$ cat src/include/rx_macros.svh
`ifndef RX_MACROS_SVH
`define RX_MACROS_SVH

// time-interleaved adc slices, one lane each
`define NTI 16

// adc magnitude width, also the signed code width
`define NADC 8

// prbs order, sets the depth of the generator and checker history
`define NPRBS 7

// width of the error and total bit counters
`define NCOUNT 32

`endif

$ cat src/design/rx_pkg.sv
`default_nettype none

`include "rx_macros.svh"

package rx_pkg;

    // unsigned magnitude of one adc slice
    typedef logic [`NADC-1:0] adc_mag_t;

    // unfolded code, also used for offset and threshold
    typedef logic signed [`NADC-1:0] adc_code_t;

    // one bit per lane, lane 0 is the oldest bit of the word
    typedef logic [`NTI-1:0] lane_bits_t;

    // last NPRBS bits of the stream, bit 0 is the oldest
    typedef logic [`NPRBS-1:0] prbs_hist_t;

    typedef logic [`NCOUNT-1:0] bit_count_t;

endpackage

`default_nettype wire

$ cat src/design/prbs_ctrl_if.sv
`timescale 1ns/1ps
`default_nettype none

interface prbs_ctrl_if;
    import rx_pkg::*;

    // 1 feeds the checker from the generator, 0 from the adc slicer
    logic       sel_bist;
    // one-cycle pulse, flips one generated bit
    logic       gen_inj_err;
    // checker enable level
    logic       prbs_cke;
    lane_bits_t chan_sel;
    lane_bits_t inv_chicken;

    modport gen (
        input gen_inj_err
    );

    modport sel (
        input sel_bist
    );

    modport chk (
        input prbs_cke,
        input chan_sel,
        input inv_chicken
    );

endinterface

`default_nettype wire

$ cat src/design/adc_unfolder.sv
`timescale 1ns/1ps
`default_nettype none

`include "rx_macros.svh"

module adc_unfolder (
    input  wire logic             clk_adc,
    input  wire logic             rst_i,
    input  wire rx_pkg::adc_mag_t adc_mag_i [`NTI-1:0],
    input  wire rx_pkg::lane_bits_t adc_sign_i,
    input  wire rx_pkg::adc_code_t pfd_offset_i,
    output rx_pkg::adc_code_t     code_o [`NTI-1:0]
);
    import rx_pkg::*;

    // two guard bits cover +-magnitude minus the offset
    localparam int ext_w = `NADC + 2;
    localparam logic signed [ext_w-1:0] code_max = ext_w'((2 ** (`NADC - 1)) - 1);
    localparam logic signed [ext_w-1:0] code_min = ext_w'(-(2 ** (`NADC - 1)));

    logic signed [ext_w-1:0] folded [`NTI-1:0];
    logic signed [ext_w-1:0] diff [`NTI-1:0];

    function automatic adc_code_t saturate(input logic signed [ext_w-1:0] v);
        logic signed [ext_w-1:0] c;
        if (v > code_max) begin
            c = code_max;
        end else if (v < code_min) begin
            c = code_min;
        end else begin
            c = v;
        end
        return adc_code_t'(c);
    endfunction

    // sign 1 is the positive half, sign 0 the negative one
    always_comb begin
        for (int k = 0; k < `NTI; k++) begin
            folded[k] = $signed({2'b00, adc_mag_i[k]});
            if (!adc_sign_i[k]) begin
                folded[k] = -folded[k];
            end
            diff[k] = folded[k] - ext_w'(pfd_offset_i);
        end
    end

    always_ff @(posedge clk_adc) begin
        for (int k = 0; k < `NTI; k++) begin
            if (rst_i) begin
                code_o[k] <= '0;
            end else begin
                code_o[k] <= saturate(diff[k]);
            end
        end
    end

endmodule

`default_nettype wire

$ cat src/design/bit_decision.sv
`timescale 1ns/1ps
`default_nettype none

`include "rx_macros.svh"

module bit_decision (
    input  wire logic               clk_adc,
    input  wire logic               rst_i,
    input  wire rx_pkg::adc_code_t  code_i [`NTI-1:0],
    input  wire rx_pkg::adc_code_t  thresh_i,
    input  wire rx_pkg::lane_bits_t bist_bits_i,
    prbs_ctrl_if.sel                ctrl,
    output rx_pkg::lane_bits_t      rx_bits_o
);
    import rx_pkg::*;

    lane_bits_t sliced_d;
    lane_bits_t sliced_q;

    // signed compare, a code equal to the threshold slices to 0
    always_comb begin
        for (int k = 0; k < `NTI; k++) begin
            sliced_d[k] = (code_i[k] > thresh_i);
        end
    end

    always_ff @(posedge clk_adc) begin
        if (rst_i) begin
            sliced_q <= '0;
        end else begin
            sliced_q <= sliced_d;
        end
    end

    // source mux is not registered, the checker retimes it
    assign rx_bits_o = ctrl.sel_bist ? bist_bits_i : sliced_q;

endmodule

`default_nettype wire

$ cat src/design/prbs_bist_gen.sv
`timescale 1ns/1ps
`default_nettype none

`include "rx_macros.svh"

module prbs_bist_gen (
    input  wire logic          clk_adc,
    input  wire logic          rst_i,
    prbs_ctrl_if.gen           ctrl,
    output rx_pkg::lane_bits_t bits_o
);
    import rx_pkg::*;

    prbs_hist_t                   hist_q;
    lane_bits_t                   word;
    lane_bits_t                   bits_q;
    logic [`NPRBS+`NTI-1:0]       stream;

    // stream[0] is seven bits back from lane 0
    // b[n] = b[n-7] ^ b[n-6], unrolled over all lanes
    always_comb begin
        stream = '0;
        stream[`NPRBS-1:0] = hist_q;
        for (int k = 0; k < `NTI; k++) begin
            stream[`NPRBS+k] = stream[k] ^ stream[k+1];
        end
        word = stream[`NPRBS+`NTI-1:`NPRBS];
    end

    always_ff @(posedge clk_adc) begin
        if (rst_i) begin
            hist_q <= '1;
            bits_q <= '0;
        end else begin
            // newest seven lanes seed the next word
            hist_q <= word[`NTI-1 -: `NPRBS];
            // injected error only hits the output copy
            bits_q <= word ^ lane_bits_t'(ctrl.gen_inj_err);
        end
    end

    assign bits_o = bits_q;

endmodule

`default_nettype wire

$ cat src/design/prbs_err_checker.sv
`timescale 1ns/1ps
`default_nettype none

`include "rx_macros.svh"

module prbs_err_checker (
    input  wire logic               clk_adc,
    input  wire logic               rst_i,
    input  wire rx_pkg::lane_bits_t rx_bits_i,
    prbs_ctrl_if.chk                ctrl,
    output rx_pkg::bit_count_t      err_count_o,
    output rx_pkg::bit_count_t      total_count_o
);
    import rx_pkg::*;

    localparam int pop_w = $clog2(`NTI + 1);

    prbs_hist_t             hist_q;
    logic                   primed_q;
    bit_count_t             err_q;
    bit_count_t             total_q;
    lane_bits_t             rx_inv;
    lane_bits_t             pred;
    lane_bits_t             err_lanes;
    logic [`NPRBS+`NTI-1:0] stream;

    function automatic logic [pop_w-1:0] popcount(input lane_bits_t v);
        logic [pop_w-1:0] n;
        n = '0;
        for (int i = 0; i < `NTI; i++) begin
            n = n + pop_w'(v[i]);
        end
        return n;
    endfunction

    // self-synchronizing, the prediction uses received bits only
    always_comb begin
        rx_inv = rx_bits_i ^ ctrl.inv_chicken;
        stream = {rx_inv, hist_q};
        for (int k = 0; k < `NTI; k++) begin
            pred[k] = stream[k] ^ stream[k+1];
        end
        err_lanes = (pred ^ rx_inv) & ctrl.chan_sel;
    end

    always_ff @(posedge clk_adc) begin
        if (rst_i) begin
            hist_q   <= '0;
            primed_q <= 1'b0;
            err_q    <= '0;
            total_q  <= '0;
        end else if (ctrl.prbs_cke) begin
            hist_q   <= rx_inv[`NTI-1 -: `NPRBS];
            primed_q <= 1'b1;
            // first enabled word only fills the history
            if (primed_q) begin
                err_q   <= err_q + bit_count_t'(popcount(err_lanes));
                total_q <= total_q + bit_count_t'(popcount(ctrl.chan_sel));
            end
        end
    end

    assign err_count_o   = err_q;
    assign total_count_o = total_q;

endmodule

`default_nettype wire

$ cat src/design/rx_dcore_top.sv
`timescale 1ns/1ps
`default_nettype none

`include "rx_macros.svh"

module rx_dcore_top (
    input  wire logic               clk_adc,
    input  wire logic               rst_i,
    input  wire rx_pkg::adc_mag_t   adc_mag_i [`NTI-1:0],
    input  wire rx_pkg::lane_bits_t adc_sign_i,
    input  wire rx_pkg::lane_bits_t chan_sel_i,
    input  wire rx_pkg::lane_bits_t inv_chicken_i,
    input  wire rx_pkg::adc_code_t  pfd_offset_i,
    input  wire rx_pkg::adc_code_t  adc_thresh_i,
    input  wire logic               sel_bist_i,
    input  wire logic               gen_inj_err_i,
    input  wire logic               prbs_cke_i,
    output rx_pkg::bit_count_t      err_count_o,
    output rx_pkg::bit_count_t      total_count_o
);
    import rx_pkg::*;

    prbs_ctrl_if ctrl_if ();

    adc_code_t  adc_code [`NTI-1:0];
    lane_bits_t bist_bits;
    lane_bits_t rx_bits;

    // prbs test configuration
    assign ctrl_if.sel_bist    = sel_bist_i;
    assign ctrl_if.gen_inj_err = gen_inj_err_i;
    assign ctrl_if.prbs_cke    = prbs_cke_i;
    assign ctrl_if.chan_sel    = chan_sel_i;
    assign ctrl_if.inv_chicken = inv_chicken_i;

    adc_unfolder unfold_i (
        .clk_adc      (clk_adc),
        .rst_i        (rst_i),
        .adc_mag_i    (adc_mag_i),
        .adc_sign_i   (adc_sign_i),
        .pfd_offset_i (pfd_offset_i),
        .code_o       (adc_code)
    );

    prbs_bist_gen bist_gen_i (
        .clk_adc (clk_adc),
        .rst_i   (rst_i),
        .ctrl    (ctrl_if),
        .bits_o  (bist_bits)
    );

    // slicer plus adc/bist source select
    bit_decision decision_i (
        .clk_adc     (clk_adc),
        .rst_i       (rst_i),
        .code_i      (adc_code),
        .thresh_i    (adc_thresh_i),
        .bist_bits_i (bist_bits),
        .ctrl        (ctrl_if),
        .rx_bits_o   (rx_bits)
    );

    prbs_err_checker checker_i (
        .clk_adc       (clk_adc),
        .rst_i         (rst_i),
        .rx_bits_i     (rx_bits),
        .ctrl          (ctrl_if),
        .err_count_o   (err_count_o),
        .total_count_o (total_count_o)
    );

endmodule

`default_nettype wire

$ cat config.mk
export PLATFORM = sky130hd
export DESIGN_NAME = rx_dcore_top
export DESIGN_NICKNAME = d
export VERILOG_FILES = /design/src/design/rx_pkg.sv /design/src/design/prbs_ctrl_if.sv /design/src/design/adc_unfolder.sv /design/src/design/bit_decision.sv /design/src/design/prbs_bist_gen.sv /design/src/design/prbs_err_checker.sv /design/src/design/rx_dcore_top.sv
export VERILOG_INCLUDE_DIRS = /design/src /design/src/include
export SDC_FILE = /design/constraint.sdc
export NUM_CORES = 1
export LEC_CHECK = 0
export ABC_AREA = 1
export CAP_MARGIN = 20
export CORE_MARGIN = 5
export CORE_UTILIZATION = 55
export DETAILED_ROUTE_END_ITERATION = 12
export DONT_BUFFER_PORTS = 1
export HOLD_SLACK_MARGIN = 0.06
export PLACE_DENSITY = 0.8
export SLEW_MARGIN = 30
export SYNTH_ARGS = -nofsm -noshare
export SYNTH_HDL_FRONTEND = slang
export SYNTH_SLANG_ARGS = --single-unit
export TNS_END_PERCENT = 100
$ cat constraint.sdc
create_clock -name clk_adc -period 8.7 [get_ports clk_adc]
set_input_delay 1.305 -clock clk_adc [delete_from_list [all_inputs] [get_ports clk_adc]]
set_output_delay 1.305 -clock clk_adc [all_outputs]
set_load 0.02 [all_outputs]
==> results_dict.tcl, run 1 <==
set metrics [dict create \
    r2r-end "checker_i.err_count_o[22]" \
    setup_viol 0 \
    synthDistinctLibCells 52 \
    maxSlewHeadroom 0.341 \
    postCtsSetupRepairBufs 0 \
    synth_common_cells "nand2_1 (1021), inv_1 (525), nor2_1 (407)" \
    syn-num-nets 4245 \
    die_h_um 219 \
    hpwl_um 47400 \
    max_slew.worst_pin.slew_ns 0.987 \
    port_buffers 0 \
    synth.largest_area_cell "dfxtp_1" \
    nets 4237 \
    place_congestion 0.955 \
    maxCapViolations 0 \
    synthCells 3702 \
    antenna_found_initial 0 \
    start_kind "input pin" \
    cts.clk_slew.worst_paths_ns 0.06 \
    clock-sinks 239 \
    rsz0062_at_grt "false" \
    p_leak_nw 13.6 \
    path_class "in2reg" \
    fp.dieW_um 219 \
    boundaryPins 261 \
    finalSetupTns_ns 0 \
    vias 22600 \
    hp-start "checker_i.primed_q" \
    worstHoldEndpoint "checker_i.primed_q" \
    power_density_nw_per_um2 217 \
    ff2ff_setup_slack_ns 2.61 \
    synth_top_area_frac 0.199 \
    p_comb_frac 0.531 \
    grt_pass1_vias 20800 \
    switching_share 0.423 \
    vias_per_cell 5.26 \
    switching_power_mw 2.34 \
    avgSynthCellArea_um2 6.48 \
    finClkSkew_ns 0.0246 \
    grt_max_degree 90 \
    drt.antenna.violating_nets 0 \
    finalCritPeriodShare 0.747 \
    final_hold_viol_count 0 \
    setup_slack_ns 2.20 \
    synth_edf_count 0 \
    clk_path_buf_depth 3 \
    status "finished, final reports clean" \
    cts_root_buf "clkbuf_16" \
    detail_route.iter0.violations 1544 \
    r2r_start "bist_gen_i.bits_o[0]" \
    grtUsageTotal 0.246 \
    synthFlopType "dfxtp_1" \
    rows 76 \
    grt_overflow 0 \
    start_util 0.556 \
    drt-total-wl_um 60500 \
    max-vdd-ir-drop_mv 0.426 \
    min_period_ns 6.50 \
    die_area_um2 47900 \
    cts_buffers 26 \
    holdWs_ns 0.485 \
    path_max_fanout 27 \
    drtPass1Iterations 6 \
    r2r_cells 26 \
    pre_cts_ws_ns 1.65 \
    fmax_ghz 0.154 \
    nFillCells 4147 \
    synth.most_common_cell "nand2_1" \
    ys_warn_count 0 \
    grt_first_pass_wirelength_um 99200 \
    synth-seq-cells 239 \
    cts-resized-gates 0 \
    wl_per_cell_um 14.1 \
    worstSetupEndpointType "register" \
    holdPathStages 2 \
    coreArea_um2 43200 \
    drv_slew 0 \
    drc 0 \
    area_delta_synth_final_pct 6.24 \
    holdCritPathClass "reg2reg" \
    async_flop_share 0 \
    ys_top_cells_by_area "dfxtp_1 (20%), ha_1 (16%), nand2_1 (16%)" \
    crit_top_cell "fa_1" \
    htreeDepth 1 \
    critPathSlowestCell "fa_1" \
    clk_latency_ns 0.54 \
    seq_power_share 0.259 \
    p_int_mw 3.20 \
    clkPwrFrac 0.210 \
    drive_gt1_frac 0.0285 \
    slowest_delay_ns 0.56 \
    cts_tree "built" \
    diodes 0 \
    holdBufCountCts 0 \
    required_ns 9.14 \
    ys_seq_area_frac 0.199 \
    crit_arrival_ns 6.94 \
    synth_area_um2 24000 \
]
placed cells by master, fill, tap and decap left out, types with 5 or more instances in the layout:
| cell type | count |
|---|---|
| nor3b_1 | 7 |
| xor2_1 | 192 |
| ha_1 | 308 |
| inv_2 | 7 |
| nand4_1 | 45 |
| nand3_2 | 8 |
| fa_1 | 38 |
| nor2_1 | 407 |
| nand3_1 | 313 |
| nand3b_1 | 11 |
| a21boi_0 | 9 |
| o211ai_1 | 7 |
| nand2_2 | 6 |
| o21bai_1 | 18 |
| nand2_1 | 1021 |
| a21oi_1 | 218 |
| o21ai_1 | 10 |
| inv_1 | 516 |
| xnor2_1 | 68 |
| o21ai_0 | 121 |
| clkbuf_16 | 26 |
| dfxtp_1 | 239 |
| nor3_1 | 21 |
| clkinv_2 | 5 |
| or2_1 | 11 |
| or2_2 | 13 |
through the flow:
step,std cells,area [µm²],util,total power [mW]
2_1_floorplan,3702,24000,-,3.77
3_3_place_gp,4250,24600,0.569,4.22
3_5_place_dp,4250,24600,0.569,4.34
4_1_cts,4298,25500,0.590,5.54
5_1_grt,4299,25500,0.591,6.05
6_report,4299,25500,0.591,5.54
cell families (layout without fill, tap and decap cells):
family	after synthesis	count (layout)	share of synthesized area
simple gates	1878	1878	0.327
buf+inv	567	579	0.0902
compound gates	403	403	0.0905
fa+ha+maj	346	346	0.192
xor+xnor	264	264	0.0980
flops	239	239	0.199
mux	5	5	0.00297
layout make-up:
cell class | count | area (µm²) | area share
well taps | 585 | 732 | 0.0287
repair buffers | 3 | 35.0 | 0.00137
flip-flops and latches | 239 | 4780 | 0.188
inverters | 528 | 1990 | 0.0779
clock inverters | 15 | 203 | 0.00795
multi-input cells | 2896 | 17100 | 0.669
clock buffers | 33 | 707 | 0.0277
registers in the layout (all words and copies together) (netlist names):
signal	count
bist_gen_i.hist_q	7
checker_i.total_count_o	32
checker_i.hist_q	7
bist_gen_i.bits_o	16
checker_i.primed_q	1
unfold_i.code_o	128
checker_i.err_count_o	32
decision_i.sliced_q	16
critical path, delay by kind of cell:
| kind | cells | cell delay, ns |
|---|---|---|
| AOI/OAI and AO/OA | 5 | 0.83 |
| adders and majority gates | 8 | 3.26 |
| buffers and inverters | 3 | 0.23 |
| and+or+nand+nor | 8 | 1.12 |
| xor gates and xnor gates | 1 | 0.18 |
power groups by stage:
stage               Combinational, mW  Sequential, mW  Clock, mW
floorplan                        2.35            1.42          0
finish                           2.94            1.43       1.16
CTS                              2.92            1.43       1.18
global placement                 2.77            1.45          0
global route                     3.37            1.46       1.23
detailed placement               2.88            1.46          0
layer usage:
| layer | vias to the layer above | GRT usage | wire (µm) |
|---|---|---|---|
| met5 | - | 0 | 0 |
| met4 | 0 | 0.0511 | 1330 |
| met3 | 85 | 0.0432 | 4780 |
| met2 | 635 | 0.408 | 26900 |
| met1 | 10100 | 0.338 | 27500 |
| li1 | 11800 | - | - |
worst max path at each step:
stage	slack, ns	to	start	cells past startpoint
3_3_place_gp	1.77	checker_i.err_count_o[12]	sel_bist_i	25
3_5_place_dp	1.65	checker_i.err_count_o[22]	sel_bist_i	25
4_1_cts	2.22	checker_i.err_count_o[22]	sel_bist_i	25
6_report	2.20	checker_i.err_count_o[22]	sel_bist_i	25
5_1_grt	1.69	checker_i.err_count_o[30]	sel_bist_i	29
2_1_floorplan	1.98	checker_i.err_count_o[12]	sel_bist_i	28
Power figures use the tool's default switching activity.
==> run 2: changes to the inputs <==
clock period = 6.15 ns   (was 8.7 ns; I/O delays follow)
==> results_dict.tcl, run 2 (synthesis results as in run 1) <==
set metrics [dict create \
    wl_per_cell_um 13.9 \
    hp-start "rst_i" \
    pre_cts_ws_ns -0.168 \
    start_kind "input pin" \
    layout.cells.most_common "nand2_1" \
    grt_max_degree 87 \
    multi_input_area_um2 17100 \
    maxSlewHeadroom 0.340 \
    finClkSkew_ns 0.0194 \
    worstHoldEndpoint "checker_i.err_count_o[24]" \
    min_period_ns 5.76 \
    drc 0 \
    drv_slew 0 \
    boundaryPins 261 \
    grt_overflow 0 \
    path_max_fanout 27 \
    fp.dieW_um 219 \
    drive_gt1_frac 0.0349 \
    final_hold_viol_count 0 \
    die_area_um2 47900 \
    required_ns 6.59 \
    nFillCells 4105 \
    cts_buffers 26 \
    start_util 0.556 \
    grt_pass1_vias 20800 \
    most-common-layout-cells "nand2_1 (1018), inv_1 (518), nor2_1 (405)" \
    largest_register "unfold_i.code_o" \
    vias_per_cell 5.19 \
    r2r_cells 28 \
    holdCritPathClass "in2reg" \
    rsz0062_at_grt "false" \
    nets 4253 \
    htreeDepth 1 \
    rows 76 \
    drt.antenna.violating_nets 0 \
    crit_arrival_ns 6.20 \
    worstSetupEndpointType "register" \
    setup_slack_ns 0.387 \
    setup_viol 0 \
    cts_tree "built" \
    clock-sinks 239 \
    vias 22400 \
    cts_root_buf "clkbuf_16" \
    die_h_um 219 \
    area_delta_synth_final_pct 6.82 \
    holdPathStages 1 \
    r2r_start "bist_gen_i.bits_o[0]" \
    path_class "in2reg" \
    grt_first_pass_wirelength_um 99000 \
    ff2ff_setup_slack_ns 0.43 \
    hpwl_um 47400 \
    coreArea_um2 43200 \
    grtUsageTotal 0.244 \
    detail_route.iter0.violations 1258 \
    r2r-end "checker_i.err_count_o[26]" \
    clk_latency_ns 0.55 \
    p_leak_nw 13.6 \
    finalCritPeriodShare 0.937 \
    place_congestion 0.912 \
    diodes 0 \
    largest_reg_flops 128 \
    drtPass1Iterations 6 \
    port_buffers 0 \
    clk_path_buf_depth 3 \
    register_area_um2 4780 \
    postCtsSetupRepairBufs 0 \
    antenna_found_initial 0 \
    holdWs_ns 0.439 \
    postPlaceCellArea_um2 24700 \
    cts.clk_slew.worst_paths_ns 0.06 \
    max-vdd-ir-drop_mv 0.754 \
    maxCapViolations 0 \
    fmax_ghz 0.174 \
    status "finished, final reports clean" \
    power_density_nw_per_um2 311 \
    drt-total-wl_um 59900 \
    fin_area_um2 25600 \
    max_slew.worst_pin.slew_ns 0.989 \
]
[run 2: timing repair]
item	4_1_cts	5_1_grt
endpoints found under the setup margin	0	5
hold buffers	0	0
resized for setup	0	4
[run 2: worst max-delay path by stage]
stage / startpoint / depth (start not counted) / end
final: sel_bist_i / 27 / checker_i.err_count_o[26]
after global routing: bist_gen_i.bits_o[0] / 30 / checker_i.err_count_o[29]
after CTS: sel_bist_i / 27 / checker_i.err_count_o[27]
after detailed placement: sel_bist_i / 26 / checker_i.err_count_o[27]
after global placement: sel_bist_i / 26 / checker_i.err_count_o[27]
after floorplan: sel_bist_i / 25 / checker_i.err_count_o[12]
[run 2: worst max-delay path: stages]
cell      delay [ns]
nand2_1         0.04
o21ai_0         0.11
or2_2           0.31
nand2_2         0.14
xor2_2          0.15
xor2_1          0.15
nor2_1          0.08
fa_1            0.53
inv_1           0.05
fa_1            0.48
fa_1            0.49
inv_1           0.05
fa_1            0.47
fa_2            0.35
inv_1           0.08
fa_2            0.20
nor2_1          0.05
o21a_1          0.21
ha_4            0.29
nand2_2         0.07
inv_1           0.07
nand4_1         0.10
o211ai_1        0.14
nand3_2         0.23
nor2_1          0.21
xor2_1          0.16
nor2_1          0.05
[run 2: metal layers]
| metal | GRT usage | vias up | share of wire |
|---|---|---|---|
| li1 | - | 11900 | - |
| met2 | 0.398 | 532 | 0.43 |
| met5 | 0 | - | 0 |
| met3 | 0.0443 | 69 | 0.076 |
| met4 | 0.0448 | 0 | 0.018 |
| met1 | 0.343 | 9936 | 0.47 |
[run 2: area by class of cell]
class                      instances  share of cell area
tap                              585              0.0285
timing repair buffer              19             0.00556
inverter                         528              0.0774
multi-input combinational       2896               0.667
clock inverter                    11             0.00615
sequential                       239               0.187
clock buffer                      34              0.0285
[run 2: report_power, final]
| part | leakage [nW] | internal, mW | switching (mW) |
|---|---|---|---|
| sequential | 1.98 | 1.87 | 0.155 |
| clock | 0.430 | 0.963 | 0.636 |
| combinational | 11.2 | 1.85 | 2.49 |
[run 2: per-stage QoR]
step / utilization / instances / total power, mW / setup TNS (ns)
2_1_floorplan: - / 3702 / 5.33 / 0
3_3_place_gp: 0.573 / 4267 / 6.17 / -0.218
3_5_place_dp: 0.573 / 4267 / 6.34 / -2.22
4_1_cts: 0.593 / 4312 / 7.98 / 0
5_1_grt: 0.594 / 4312 / 8.82 / 0
6_report: 0.594 / 4312 / 7.96 / 0
==> run 3: changes to the inputs <==
CELL_PAD_IN_SITES_DETAIL_PLACEMENT = 0   (was default)
CELL_PAD_IN_SITES_GLOBAL_PLACEMENT = 1   (was default)
CORE_UTILIZATION = 47   (was 55)
PLACE_DENSITY = 0.93   (was 0.8)
==> results_dict.tcl, run 3 (synthesis results as in run 1) <==
set metrics [dict create \
    grt_max_degree 87 \
    area_delta_synth_final_pct 7.28 \
    drt-total-wl_um 63300 \
    vias_per_cell 5.06 \
    finClkSkew_ns 0.0237 \
    path_class "in2reg" \
    worstSetupEndpointType "register" \
    cts_buffers 27 \
    switching_share 0.416 \
    holdWs_ns 0.438 \
    p_comb_frac 0.538 \
    status "finished, final reports clean" \
    vias 22300 \
    grt_first_pass_wirelength_um 104000 \
    cts.clk_slew.worst_paths_ns 0.06 \
    wl_per_cell_um 14.4 \
    boundaryPins 261 \
    layout.cells.most_common "nand2_1" \
    drive_gt1_frac 0.0359 \
    fin_util 0.511 \
    start_kind "input pin" \
    nets 4260 \
    setup_viol 0 \
    die_h_um 236 \
    rsz0062_at_grt "true" \
    r2r-end "checker_i.err_count_o[27]" \
    drc 0 \
    port_buffers 0 \
    min_period_ns 5.71 \
    clkPwrFrac 0.204 \
    hp-start "rst_i" \
    path_max_fanout 27 \
    holdBufCountCts 0 \
    r2r_cells 28 \
    worstHoldEndpoint "checker_i.err_count_o[9]" \
    r2r_start "bist_gen_i.bits_o[0]" \
    clk_latency_ns 0.55 \
    largest_reg_flops 128 \
    cts-resized-gates 0 \
    clk_path_buf_depth 3 \
    holdPathStages 1 \
    maxCapViolations 0 \
    finalCritPeriodShare 0.928 \
    p_leak_nw 13.7 \
    fmax_ghz 0.175 \
    coreArea_um2 50400 \
    clock-sinks 239 \
    die_area_um2 55700 \
    cts_root_buf "clkbuf_16" \
    antenna_found_initial 0 \
    drv_slew 0 \
    place_congestion 0.914 \
    switching_power_mw 3.26 \
    seq_power_share 0.259 \
    drt.antenna.violating_nets 0 \
    required_ns 6.60 \
    grt_overflow 0 \
    final_hold_viol_count 0 \
    max-vdd-ir-drop_mv 0.540 \
    ff2ff_setup_slack_ns 0.49 \
    diodes 0 \
    p_int_mw 4.58 \
    largest_register "unfold_i.code_o" \
    hpwl_um 50400 \
    rows 82 \
    cp_top_family "adder cells" \
    slowest_delay_ns 0.53 \
    detail_route.iter0.violations 1288 \
    crit_arrival_ns 6.15 \
    fp.dieW_um 236 \
    most-common-layout-cells "nand2_1 (1018), inv_1 (519), nor2_1 (405)" \
    start_util 0.477 \
    power_density_nw_per_um2 304 \
    critPathSlowestCell "fa_1" \
    path_buf_inv 3 \
    maxSlewHeadroom 0.336 \
    htreeDepth 1 \
    grtUsageTotal 0.220 \
    holdCritPathClass "in2reg" \
    grt_pass1_vias 20900 \
    cts_tree "built" \
    max_slew.worst_pin.slew_ns 0.996 \
    drtPass1Iterations 9 \
    postCtsSetupRepairBufs 0 \
]
## run 3: cell types whose count changed in the layout (fill, tap and decap cells not counted), moves of 2 or more
cell	before	now
clkinv_2	2	7
clkbuf_1	3	7
clkinv_4	2	0
buf_4	19	25
## run 3: power groups by stage
stage / Sequential (mW) / Combinational (mW) / Clock, mW
after floorplan: 2.01 / 3.32 / 0
after global placement: 2.06 / 4.16 / 0
after detailed placement: 2.06 / 4.19 / 0
after CTS: 2.03 / 4.22 / 1.64
after global routing: 2.06 / 4.93 / 1.70
final: 2.03 / 4.22 / 1.60
## run 3: metrics by stage
| stage | cells | instance area (µm²) | power, mW | setup TNS (ns) | setup WS, ns |
|---|---|---|---|---|---|
| 2_1_floorplan | 3702 | 24000 | 5.33 | 0 | 0.0355 |
| 3_3_place_gp | 4360 | 24900 | 6.22 | -0.399 | -0.0748 |
| 3_5_place_dp | 4360 | 24900 | 6.25 | -0.971 | -0.132 |
| 4_1_cts | 4409 | 25800 | 7.88 | 0 | 0.459 |
| 5_1_grt | 4409 | 25800 | 8.70 | -0.0194 | -0.0194 |
| 6_report | 4409 | 25800 | 7.84 | 0 | 0.443 |
## run 3: cell type report
| type | count | area, µm² |
|---|---|---|
| sequential | 239 | 4780 |
| clock inverter | 11 | 111 |
| fill | 5222 | 24600 |
| timing repair buffer | 25 | 188 |
| clock buffer | 38 | 757 |
| inverter | 528 | 1980 |
| multi-input combinational | 2896 | 17100 |
| tap | 672 | 841 |
## run 3: worst max-delay path by stage
stage	start	end	slack, ns	depth (start not counted)
global route	sel_bist_i	checker_i.err_count_o[27]	-0.02	27
CTS	sel_bist_i	checker_i.err_count_o[27]	0.46	27
detailed placement	sel_bist_i	checker_i.err_count_o[27]	-0.13	27
global placement	sel_bist_i	checker_i.err_count_o[27]	-0.07	27
finish	sel_bist_i	checker_i.err_count_o[27]	0.44	27
floorplan	sel_bist_i	checker_i.err_count_o[12]	0.04	25
## run 3: per-layer routing
layer | vias to the layer above | GRT usage | share of wire
li1 | 11900 | - | -
met1 | 9864 | 0.316 | 0.49
met2 | 535 | 0.352 | 0.43
met3 | 51 | 0.0435 | 0.077
met4 | 0 | 0.0294 | 0.012
met5 | - | 0 | 0
